===== src/logic/fe_defs.svh =====
`ifndef FE_DEFS_SVH
`define FE_DEFS_SVH

// Datapath widths
`define PADDR_W 32
`define INSTR_W 32

// Instruction memory depth in words, as log2
`define IMEM_WORDS_LOG2 8

// Response delay bounds are 1 to this many cycles
`define IMEM_MAX_LAT 4

// Fetch starts here
`define RESET_PC 32'h0000_0000

`endif


===== src/logic/fe_pkg.sv =====
`include "fe_defs.svh"

package fe_pkg;

    typedef enum logic [2:0] {
        IDLE,
        REQ_IC,
        PDG_IC,       // Request out, waiting on memory
        PDG_STALL,    // Holding a response or waiting to refetch
        PDG_NUKE,
        HALT
    } t_fsm_fe;

    typedef enum logic [3:0] {
        LOAD,
        STORE,
        BRANCH,
        JAL,
        JALR,
        OP,
        OP_IMM,
        LUI,
        AUIPC,
        SYSTEM,
        ILLEGAL
    } t_rv_opcode;

    // Major opcode lives in the low seven bits
    function automatic t_rv_opcode classify_opcode(input logic [`INSTR_W-1:0] instr);
        t_rv_opcode cls;
        case (instr[6:0])
            7'b000_0011: cls = LOAD;
            7'b010_0011: cls = STORE;
            7'b110_0011: cls = BRANCH;
            7'b110_1111: cls = JAL;
            7'b110_0111: cls = JALR;
            7'b011_0011: cls = OP;
            7'b001_0011: cls = OP_IMM;
            7'b011_0111: cls = LUI;
            7'b001_0111: cls = AUIPC;
            7'b111_0011: cls = SYSTEM;
            default:     cls = ILLEGAL;
        endcase
        return cls;
    endfunction

endpackage


===== src/logic/fe_decode.sv =====
`include "fe_defs.svh"

module fe_decode
    import fe_pkg::*;
(
    input  logic                clk,
    input  logic                reset,
    input  logic                valid_fe1,
    input  logic [`INSTR_W-1:0] instr_fe1,
    input  logic [`PADDR_W-1:0] pc_fe1,
    output logic                stall,
    input  logic                de_stall,
    input  logic                br_mispred_valid,
    output logic                valid_de,
    output logic [`INSTR_W-1:0] instr_de,
    output logic [`PADDR_W-1:0] pc_de,
    output t_rv_opcode          opcode_de
);

    logic accept;

    // Only a held entry pushes back on fetch
    assign stall  = valid_de & de_stall;
    assign accept = valid_fe1 & ~stall;

    always_ff @(posedge clk) begin
        if (reset) begin
            valid_de <= 1'b0;
        end else if (br_mispred_valid) begin
            valid_de <= 1'b0;                   // Flush wrong-path entry
        end else if (!stall) begin
            valid_de <= valid_fe1;
        end
    end

    // Payload is frozen while stalled
    always_ff @(posedge clk) begin
        if (accept) begin
            instr_de  <= instr_fe1;
            pc_de     <= pc_fe1;
            opcode_de <= classify_opcode(instr_fe1);   // Classified on the way in
        end
    end

endmodule


===== config.mk =====
export PLATFORM = sky130hd
export DESIGN_NAME = fe_decode
export DESIGN_NICKNAME = d
export VERILOG_FILES = /design/src/logic/fe_pkg.sv /design/src/logic/fe_decode.sv
export VERILOG_INCLUDE_DIRS = /design/src /design/src/logic
export SDC_FILE = /design/constraint.sdc
export NUM_CORES = 1
export LEC_CHECK = 0
export ABC_AREA = 1
export BUFFER_PORTS_ARGS = -buffer_cell sky130_fd_sc_hd__buf_2
export CAP_MARGIN = 20
export CORE_AREA = 5 5 61 118
export DETAILED_ROUTE_END_ITERATION = 12
export DIE_AREA = 0 0 66 123
export PLACE_DENSITY = 0.83
export SETUP_SLACK_MARGIN = 0.5
export SLEW_MARGIN = 20
export SYNTH_ARGS = -nofsm -noshare
export SYNTH_HDL_FRONTEND = slang
export SYNTH_SLANG_ARGS = --single-unit

===== constraint.sdc =====
create_clock -name clk -period 4 [get_ports clk]
set_input_delay 0.8 -clock clk [delete_from_list [all_inputs] [get_ports clk]]
set_output_delay 0.8 -clock clk [all_outputs]
set_load 0.005 [all_outputs]

==> metrics <==
outcome=finished clean; clk_skew=between 3 and 4 ps; RSZ-0062 raised after global routing=false; register area=between 2000 and 2500 µm²; crit path max-delay cell type=buf_4; syn avg cell area=~19 µm²; warnings from Yosys=0; largest cells by area after synthesis=edfxtp_1 (89%), nand2_1 (2.8%), inv_1 (1.3%); Syn Inst Count=~120; FMAX=0.501 GHz; Die Ht=around 120 µm; # diodes=0; most common library cells after synthesis=edfxtp_1 (68), nand2_1 (17), inv_1 (8), nor2_1 (8), nand3_1 (5); first-pass GRT wire length=between 7 and 8 mm; number of global-route vias before repair=1667; peak supply drop=about 0.27 mV; Worst Path Max Fanout=55; initial core utilization=~37%; drt pass-1 iters=6; CTS clk-pin slew, worst paths=about 50 ps; crit start category=primary input; TritonCTS clock tree=yes; CTS Buf Count=9; Port Buf Inserts=roughly 140; fill count=520; Setup CP Type=primary input to flip-flop; Final Setup Violations=0; Slew @ Worst Pin=roughly 640 ps; Rows=41; Final period util=49.9%; critical path endpoint category=flip-flop; WP data arrival=about 2000 ps; post-synthesis sequential area ratio=90.4%; ys flop type=edfxtp_1; Crit path max-delay family=buffers and inverters; max cap viols=0; DRC Markers=0; max_slew headroom=between 50% and 60%; DP Wirelength=a little over 4 mm; layout cell share with drive strength beyond 1=59.7%; Final Critical Period=2000 ps; grt ovf=0; Final Max Tran Viols=0; post-DR vias/cell=4.33; die area=a little over 8000 µm²; PwrDens=503 nW/µm²; quantity of gates resized following cts=0; multi-input logic area=190 µm²; DRT iter0 DRCs=37; WHS=650 ps; CTS Sinks=69; worst slack, placed=around 1700 ps; core area=a little over 6000 µm²; Die Span X=between 60 and 70 µm; Placer Congestion=between 0.7 and 0.8; CP required=roughly 4000 ps; WL final=5.17 mm; final antenna-violating net count=0; Async SR Flop Fraction=0%; P_leak=roughly 1.5 nW; Worst Slack Setup Final=between 2000 and 2500 ps; Yosys top cell area share=89.5%; Tot GR Track Use=between 10% and 20%; Via Count=1553; NumNets Final=about 340; setup_tns=0 ps; Synthesized Nets=about 190; top-count cell post-synth=edfxtp_1; Post-CTS Setup Inserts=0; post-synth cell types=12; area grow syn2layout=48.4%; delay of the slowest cell on the worst path=~600 ps; clock root buffer=clkbuf_16; # hold bufs at CTS=0; worst skew pair latency=about 320 ps; Worst Path Buf+Inv=3; cell taking the most area after synthesis=edfxtp_1; mapped cell area=between 2000 and 2500 µm²; initial antenna violation count=0; Post-synth EDFFs=roughly 70; worst-path cell chain=buf_2 > nand2_1 > inv_1 > nor2_4 > buf_4; Max H-tree Level=3; largest net degree at the start of global routing=56; clock buffer depth=2; #FFs+latches synth=69; boundary pin count=between 100 and 150; drt wl/cell=14.4 µm; Hold Vio Cnt, Final=0; HP Class=primary input to flip-flop
## placed cells by master (no fill, tap or decap)
cell type,netlist,final
buf_2,0,138
edfxtp_1,68,68
nand2_1,17,17
clkbuf_16,0,9
inv_1,8,8
nor2_1,8,7
nand3_1,5,5
nand2_2,4,4
nor2_4,2,3
inv_2,2,2
clkinvlp_4,0,2
clkinv_1,0,2
nor3_1,1,1
nor2_2,1,1
o21ai_0,1,1
bufinv_16,0,1
clkinv_4,0,1
clkinv_2,0,1
buf_4,0,1
dfxtp_1,1,1
## final cells by class
type	count	area share (%)
clock inverter	7	1.96
sequential	69	60.9
inverter	10	1.11
multi-input combinational	39	5.62
timing repair buffer	139	20.6
clock buffer	9	6.65
tap	86	3.18
## state kept, by name, summed over array words and instances (netlist names)
signal     cells
instr_de      32
valid_de       1
opcode_de      4
pc_de         32
## metal layers
metal / wire length [µm] / GRT usage (%)
met1: 1810 / 13.2
met2: 2240 / 20.6
met3: 1010 / 8.82
met4: 109 / 6.87
met5: 0 / 0
## path summary, 6_finish.rpt
| check | startpoint | end | slack [ps] | depth (start not counted) |
|---|---|---|---|---|
| worst max-delay path | de_stall | instr_de[26]$_DFFE_PP_ | 2000 | 5 |
| worst min-delay path | pc_fe1[3] | pc_de[3]$_DFFE_PP_ | 650 | 1 |
| worst max register to register | valid_de$_SDFFE_PP0N_ | instr_de[26]$_DFFE_PP_ | 2260 | 4 |
| worst min register to register | valid_de$_SDFFE_PP0N_ | valid_de$_SDFFE_PP0N_ | 650 | 4 |
## cells by family (layout without fill, tap and decap cells)
group           Yosys count  in the layout  synth area share [%]
compound gates            1              1                 0.219
simple gates             38             38                  7.78
buf+inv                  10            165                  1.64
flops                    69             69                  90.4
## metrics by stage
| stage | power [mW] | std cells | utilization [%] | cell area [µm²] |
|---|---|---|---|---|
| floorplan | 0.898 | 118 | - | 2280 |
| CTS | 1.73 | 359 | 54.6 | 3390 |
| global placement | 0.974 | 343 | 49.9 | 3100 |
| detailed placement | 0.978 | 343 | 49.9 | 3100 |
| finish | 1.70 | 359 | 54.6 | 3390 |
| global route | 1.79 | 359 | 54.6 | 3390 |
## power breakdown
| group | internal [mW] | total, mW | switching, mW | leakage [nW] |
|---|---|---|---|---|
| Clock | 0.477 | 0.744 | 0.267 | 0.136 |
| Sequential | 0.844 | 0.853 | 0.00899 | 0.667 |
| Combinational | 0.0523 | 0.108 | 0.0555 | 0.694 |
| Total | 1.37 | 1.70 | 0.331 | 1.50 |
No activity file was read; power rests on OpenSTA's default activity.
