File: src/logic/fe_defs.svh
`ifndef FE_DEFS_SVH
`define FE_DEFS_SVH

// Datapath widths
`define PADDR_W 32
`define INSTR_W 32

// Instruction memory depth in words, as log2
`define IMEM_WORDS_LOG2 8

// Response delay bounds are 1 to this many cycles
`define IMEM_MAX_LAT 4

// Fetch starts here
`define RESET_PC 32'h0000_0000

`endif

File: src/logic/fe_pkg.sv
`include "fe_defs.svh"

package fe_pkg;

    typedef enum logic [2:0] {
        IDLE,
        REQ_IC,
        PDG_IC,       // Request out, waiting on memory
        PDG_STALL,    // Holding a response or waiting to refetch
        PDG_NUKE,
        HALT
    } t_fsm_fe;

    typedef enum logic [3:0] {
        LOAD,
        STORE,
        BRANCH,
        JAL,
        JALR,
        OP,
        OP_IMM,
        LUI,
        AUIPC,
        SYSTEM,
        ILLEGAL
    } t_rv_opcode;

    // Major opcode lives in the low seven bits
    function automatic t_rv_opcode classify_opcode(input logic [`INSTR_W-1:0] instr);
        t_rv_opcode cls;
        case (instr[6:0])
            7'b000_0011: cls = LOAD;
            7'b010_0011: cls = STORE;
            7'b110_0011: cls = BRANCH;
            7'b110_1111: cls = JAL;
            7'b110_0111: cls = JALR;
            7'b011_0011: cls = OP;
            7'b001_0011: cls = OP_IMM;
            7'b011_0111: cls = LUI;
            7'b001_0111: cls = AUIPC;
            7'b111_0011: cls = SYSTEM;
            default:     cls = ILLEGAL;
        endcase
        return cls;
    endfunction

endpackage

File: src/logic/fe_ctl.sv
`include "fe_defs.svh"

module fe_ctl
    import fe_pkg::*;
(
    input  logic                clk,
    input  logic                reset,
    output logic                req_valid,
    output logic [`PADDR_W-1:0] req_addr,
    output logic                req_id,
    input  logic                rsp_valid,
    input  logic [`PADDR_W-1:0] rsp_pc,
    input  logic [`INSTR_W-1:0] rsp_instr,
    input  logic                rsp_id,
    input  logic                br_mispred_valid,
    input  logic [`PADDR_W-1:0] br_mispred_target,
    input  logic                nuke_valid,
    output logic                valid_fe1,
    output logic [`INSTR_W-1:0] instr_fe1,
    output logic [`PADDR_W-1:0] pc_fe1,
    input  logic                stall
);

    // PC wraps inside the instruction memory
    localparam logic [`PADDR_W-1:0] PC_MASK = `PADDR_W'((1 << (`IMEM_WORDS_LOG2 + 2)) - 1);

    t_fsm_fe             state;
    t_fsm_fe             state_nxt;
    logic [`PADDR_W-1:0] pc;
    logic                epoch;
    logic                nuke_pdg;
    logic                outstanding;
    logic                cap_valid;
    logic [`INSTR_W-1:0] cap_instr;
    logic [`PADDR_W-1:0] cap_pc;
    logic                rsp_ok;
    logic                halt_rsp;
    logic                hold_off;
    logic                accept;
    logic                capture;

    // Responses from an older epoch are dropped here
    assign rsp_ok   = rsp_valid & (rsp_id == epoch);
    assign halt_rsp = rsp_ok & (classify_opcode(rsp_instr) == SYSTEM);

    // Nothing goes out between a mispredict and its nuke
    assign hold_off = nuke_pdg | br_mispred_valid;

    assign valid_fe1 = ~hold_off & (((state == PDG_IC) & rsp_ok & ~halt_rsp)
                                  | ((state == PDG_STALL) & cap_valid));

    assign accept  = valid_fe1 & ~stall;
    assign capture = valid_fe1 & stall & (state == PDG_IC);   // Decode busy, park it

    // Stalled entries are reoffered from the capture copy
    assign instr_fe1 = (state == PDG_STALL) ? cap_instr : rsp_instr;
    assign pc_fe1    = (state == PDG_STALL) ? cap_pc : rsp_pc;

    // Refetch after a nuke waits for the old request to drain
    assign req_valid = ~hold_off & ((state == REQ_IC)
                                  | ((state == PDG_IC) & accept)
                                  | ((state == PDG_STALL) & ~stall & ~outstanding));
    assign req_addr  = pc;
    assign req_id    = epoch;

    always_comb begin
        state_nxt = state;
        case (state)
            IDLE:      state_nxt = REQ_IC;
            REQ_IC:    if (req_valid) state_nxt = PDG_IC;
            PDG_IC: begin
                if (halt_rsp) begin
                    state_nxt = HALT;           // SYSTEM word stops fetch
                end else if (capture) begin
                    state_nxt = PDG_STALL;
                end
            end
            PDG_STALL: if (req_valid) state_nxt = PDG_IC;
            PDG_NUKE:  if (nuke_valid) state_nxt = PDG_STALL;
            HALT:      state_nxt = HALT;
            default:   state_nxt = IDLE;
        endcase
        // Redirect wins from any state
        if (br_mispred_valid) begin
            state_nxt = PDG_NUKE;
        end
    end

    always_ff @(posedge clk) begin
        if (reset) begin
            state       <= IDLE;
            pc          <= `RESET_PC;
            epoch       <= 1'b0;
            nuke_pdg    <= 1'b0;
            outstanding <= 1'b0;
            cap_valid   <= 1'b0;
        end else begin
            state <= state_nxt;

            if (br_mispred_valid) begin
                pc    <= br_mispred_target & PC_MASK;
                epoch <= ~epoch;                // Marks in-flight fetch as stale
            end else if (req_valid) begin
                pc <= (pc + 4) & PC_MASK;
            end

            nuke_pdg <= br_mispred_valid | (nuke_pdg & ~nuke_valid);

            if (req_valid) begin
                outstanding <= 1'b1;
            end else if (rsp_valid) begin
                outstanding <= 1'b0;            // Stale responses count too
            end

            if (br_mispred_valid) begin
                cap_valid <= 1'b0;
            end else if (capture) begin
                cap_valid <= 1'b1;
            end else if (accept & (state == PDG_STALL)) begin
                cap_valid <= 1'b0;
            end
        end
    end

    always_ff @(posedge clk) begin
        if (capture) begin
            cap_instr <= rsp_instr;
            cap_pc    <= rsp_pc;
        end
    end

endmodule

File: config.mk
export PLATFORM = sky130hd
export DESIGN_NAME = fe_ctl
export DESIGN_NICKNAME = d
export VERILOG_FILES = /design/src/logic/fe_pkg.sv /design/src/logic/fe_ctl.sv
export VERILOG_INCLUDE_DIRS = /design/src /design/src/logic
export SDC_FILE = /design/constraint.sdc
export NUM_CORES = 1
export LEC_CHECK = 0
export ABC_AREA = 1
export BUFFER_PORTS_ARGS = -buffer_cell sky130_fd_sc_hd__buf_2
export CELL_PAD_IN_SITES_DETAIL_PLACEMENT = 1
export CELL_PAD_IN_SITES_GLOBAL_PLACEMENT = 1
export CORE_ASPECT_RATIO = 1.2
export CORE_UTILIZATION = 29
export DETAILED_ROUTE_END_ITERATION = 16
export HOLD_SLACK_MARGIN = 0.05
export PLACE_DENSITY_LB_ADDON = 0.2
export REMOVE_ABC_BUFFERS = 1
export SETUP_SLACK_MARGIN = 0.02
export SYNTH_ARGS = -nofsm -noshare
export SYNTH_HDL_FRONTEND = slang
export SYNTH_SLANG_ARGS = --single-unit
File: constraint.sdc
create_clock -name clk -period 4.15 [get_ports clk]
set_input_delay 0 -clock clk [delete_from_list [all_inputs] [get_ports clk]]
set_output_delay 0 -clock clk [all_outputs]
set_load 0.1 [all_outputs]
==> out/qor.yml <==
timing:
  tightest_slew_ps: 1110
  fin_crit_sh: 0.6633
  max-slew-margin-rel: 0.2591
  final_hold_viol_count: 0
  grt_setup_unrepaired: "no"
  slew_viol_final: 0
  finalSetupViolCount: 0
  fin_skew_ps: 6.015
  fmax_mhz: 363.3
  period_needed_ps: 2753
clock_tree:
  cts_resized: 0
  htreeDepth: 3
  cts.path.max_buffers: 2
  cts_buffers: 9
  clock-root-buffer: "clkbuf_16"
  path_clk_slew_ps: 60
  cts.sinks: 81
  clkLatencyLatePin_ps: 330
  cts_tree: "yes"
yosys:
  yosysTopAreaCell: "edfxtp_1"
  ys.flop_type: "edfxtp_1"
  synthMuxAreaShare: 0
  netlist_instances: 451
  async_flop_share: 0
  yosys.area_share.simple: 0.2700
  synth-seq-cells: 81
  synth-edff-count: 64
  synth_top_cell_area_share: 0.4948
  synthXorXnorAreaFrac: 0.009021
  synth_top_family_by_area: "simple AND/OR/NAND/NOR gates"
  synth_compound_area_frac: 0.04800
  synthDistinctLibCells: 29
  synthTopCellsByArea: "edfxtp_1 (49%), nand2_1 (22%), dfxtp_1 (8.8%)"
  yosys.area_share.adder: 0.003222
  synth.yosys.warnings: 0
  synth-seq-area-share: 0.5825
  synthesis.area_um2: 3884
  synth_area_per_cell_um2: 8.611
status:
  outcome: "finished, final reports clean"
floorplan:
  die-area_um2: 13860
  core_area_um2: 12840
  fp.dieH_um: 128.8
  rows: 45
  initial_utilization: 0.3025
  io_pins: 202
  die_w_um: 107.6
finish:
  area_delta_synth_final_pct: 49.39
  regArea_um2: 2262
  multi_input_area_um2: 1373
  layout-drive-gt1-share: 0.2650
  antenna-diode-count: 0
  nets: 783
  nFillCells: 1557
  design_area_um2: 5802
power:
  power.total_uw: 2364
  ir_drop_v: 0.0001944
  p_leak_uw: 0.002732
  pwr_density_cell_nw_per_um2: 407.5
placement:
  portBuffers: 157
  placed_cell_area_um2: 4731
  post-dp-hpwl_um: 7703
  place_congestion: 0.7692
worst_setup_path:
  endpoint_kind: "flip-flop"
  r2r_start: "state[2]"
  start_kind: "flip-flop"
  r2r_end: "cap_instr[6]"
  arrival_ps: 2710
  r2r_cells: 8
  r2r_slack_ps: 1400
  path_class: "flip-flop to flip-flop"
  cp_max_fo: 48
  crit_required_ps: 4110
hold_path:
  hold_end: "req_addr[7]"
  hold_path_class: "input port to flip-flop"
  hold_start: "br_mispred_target[7]"
  min_path_cells: 5
route:
  vias_per_cell: 4.413
  finalWirelength_um: 11730
  wl_per_cell_um: 13.85
  vias: 3738
  ant_nets: 0
  drt_iter0_drc: 142
  first_pass_iters: 4
  drc: 0
run:
  cap_violations: 0
global_route:
  grt_max_degree: 63
  grt_pass1_wl_um: 18620
  overflow: 0
  grt_usage: 0.1727
  first_global_vias: 3815
  antenna_found_initial: 0
[registers in the layout, indices dropped and copies added, names as in the netlist]
register and cells:
req_id 1, req_addr 10, cap_instr 32, cap_valid 1
cap_pc 32, state 3, nuke_pdg 1, outstanding 1
[layout make-up]
class | instances | share of cell area
Tap cell | 164 | 0.03537
Inverter | 24 | 0.01553
Timing Repair Buffer | 236 | 0.2709
Clock inverter | 5 | 0.01229
Multi-Input combinational cell | 327 | 0.2366
Clock buffer | 10 | 0.03947
Sequential cell | 81 | 0.3899
[cells in the mapped netlist (2+ instances only)]
master / number
edfxtp_1: 64
a21oi_1: 13
o31ai_1: 2
o21ai_0: 15
buf_2: 4
nand3_1: 13
nand4_1: 3
dfxtp_1: 17
nand2_1: 224
inv_1: 19
inv_2: 5
buf_1: 3
nor2_1: 19
o21ai_1: 3
buf_4: 22
xor2_1: 2
xnor2_1: 2
clkbuf_1: 10
[worst max path at each step]
| stage | start | end | cells after the start |
|---|---|---|---|
| 6_report | state[2] | cap_instr[6] | 8 |
| 2_1_floorplan | req_id | cap_instr[0] | 8 |
| 4_1_cts | state[0] | cap_instr[6] | 7 |
| 3_5_place_dp | state[0] | cap_instr[12] | 7 |
| 5_1_grt | state[0] | cap_pc[14] | 7 |
| 3_3_place_gp | state[0] | cap_pc[21] | 7 |
[cells in the final DEF (no fill, tap or decap), types with 5 or more instances in the layout]
| cell type | n |
|---|---|
| o21ai_0 | 15 |
| a21oi_1 | 13 |
| inv_2 | 5 |
| conb_1 | 22 |
| nand2_1 | 224 |
| nor2_1 | 18 |
| clkbuf_16 | 9 |
| nand3_1 | 13 |
| edfxtp_1 | 64 |
| dlygate4sd3_1 | 77 |
| buf_2 | 157 |
| dfxtp_1 | 17 |
| inv_1 | 19 |
[what timing repair did]
item | CTS | global route
buffers inserted | 0 | 0
endpoints found under the hold margin | 77 | 0
hold buffers | 77 | 0
[stage by stage]
step	setup TNS, ps	setup slack (ps)	utilization	hold WS [ps]	std cells
4_1_cts	0	1327	0.4519	51.39	847
3_3_place_gp	0	1390	0.3685	192.4	755
2_1_floorplan	-40810	-629.4	-	69.07	432
6_report	0	1397	0.4519	64.30	847
5_1_grt	0	1106	0.4519	113.5	847
3_5_place_dp	0	1343	0.3685	195.2	755
[routing by layer]
layer | global-route usage | wire length [µm]
met1 | 0.1902 | 4925
met2 | 0.3232 | 5988
met3 | 0.03597 | 640
met4 | 0.06366 | 173
met5 | 0 | 0
[logic make-up (layout without fill, tap and decap cells)]
group / Yosys count / count (layout)
buf+inv: 64 / 275
flops: 81 / 81
fa+ha+maj: 1 / 1
simple gates: 265 / 265
other cells: 1 / 22
xor+xnor: 4 / 4
compound gates: 35 / 35
[worst max-delay path, cell delays in order, from the launching register on]
cell,delay [ps]
dfxtp_1,320
inv_1,90
nand2_1,100
nor2_4,420
nand2_1,90
nand2_1,120
nand3_1,140
nor2_4,440
buf_4,610
[where the power goes]
group / total, µW / internal [µW] / switching, µW
clock network: 816 / 517 / 298
logic: 655 / 133 / 522
registers: 893 / 884 / 9.12
total: 2360 / 1530 / 829
Note: power is estimated with default switching activity, not from simulation.
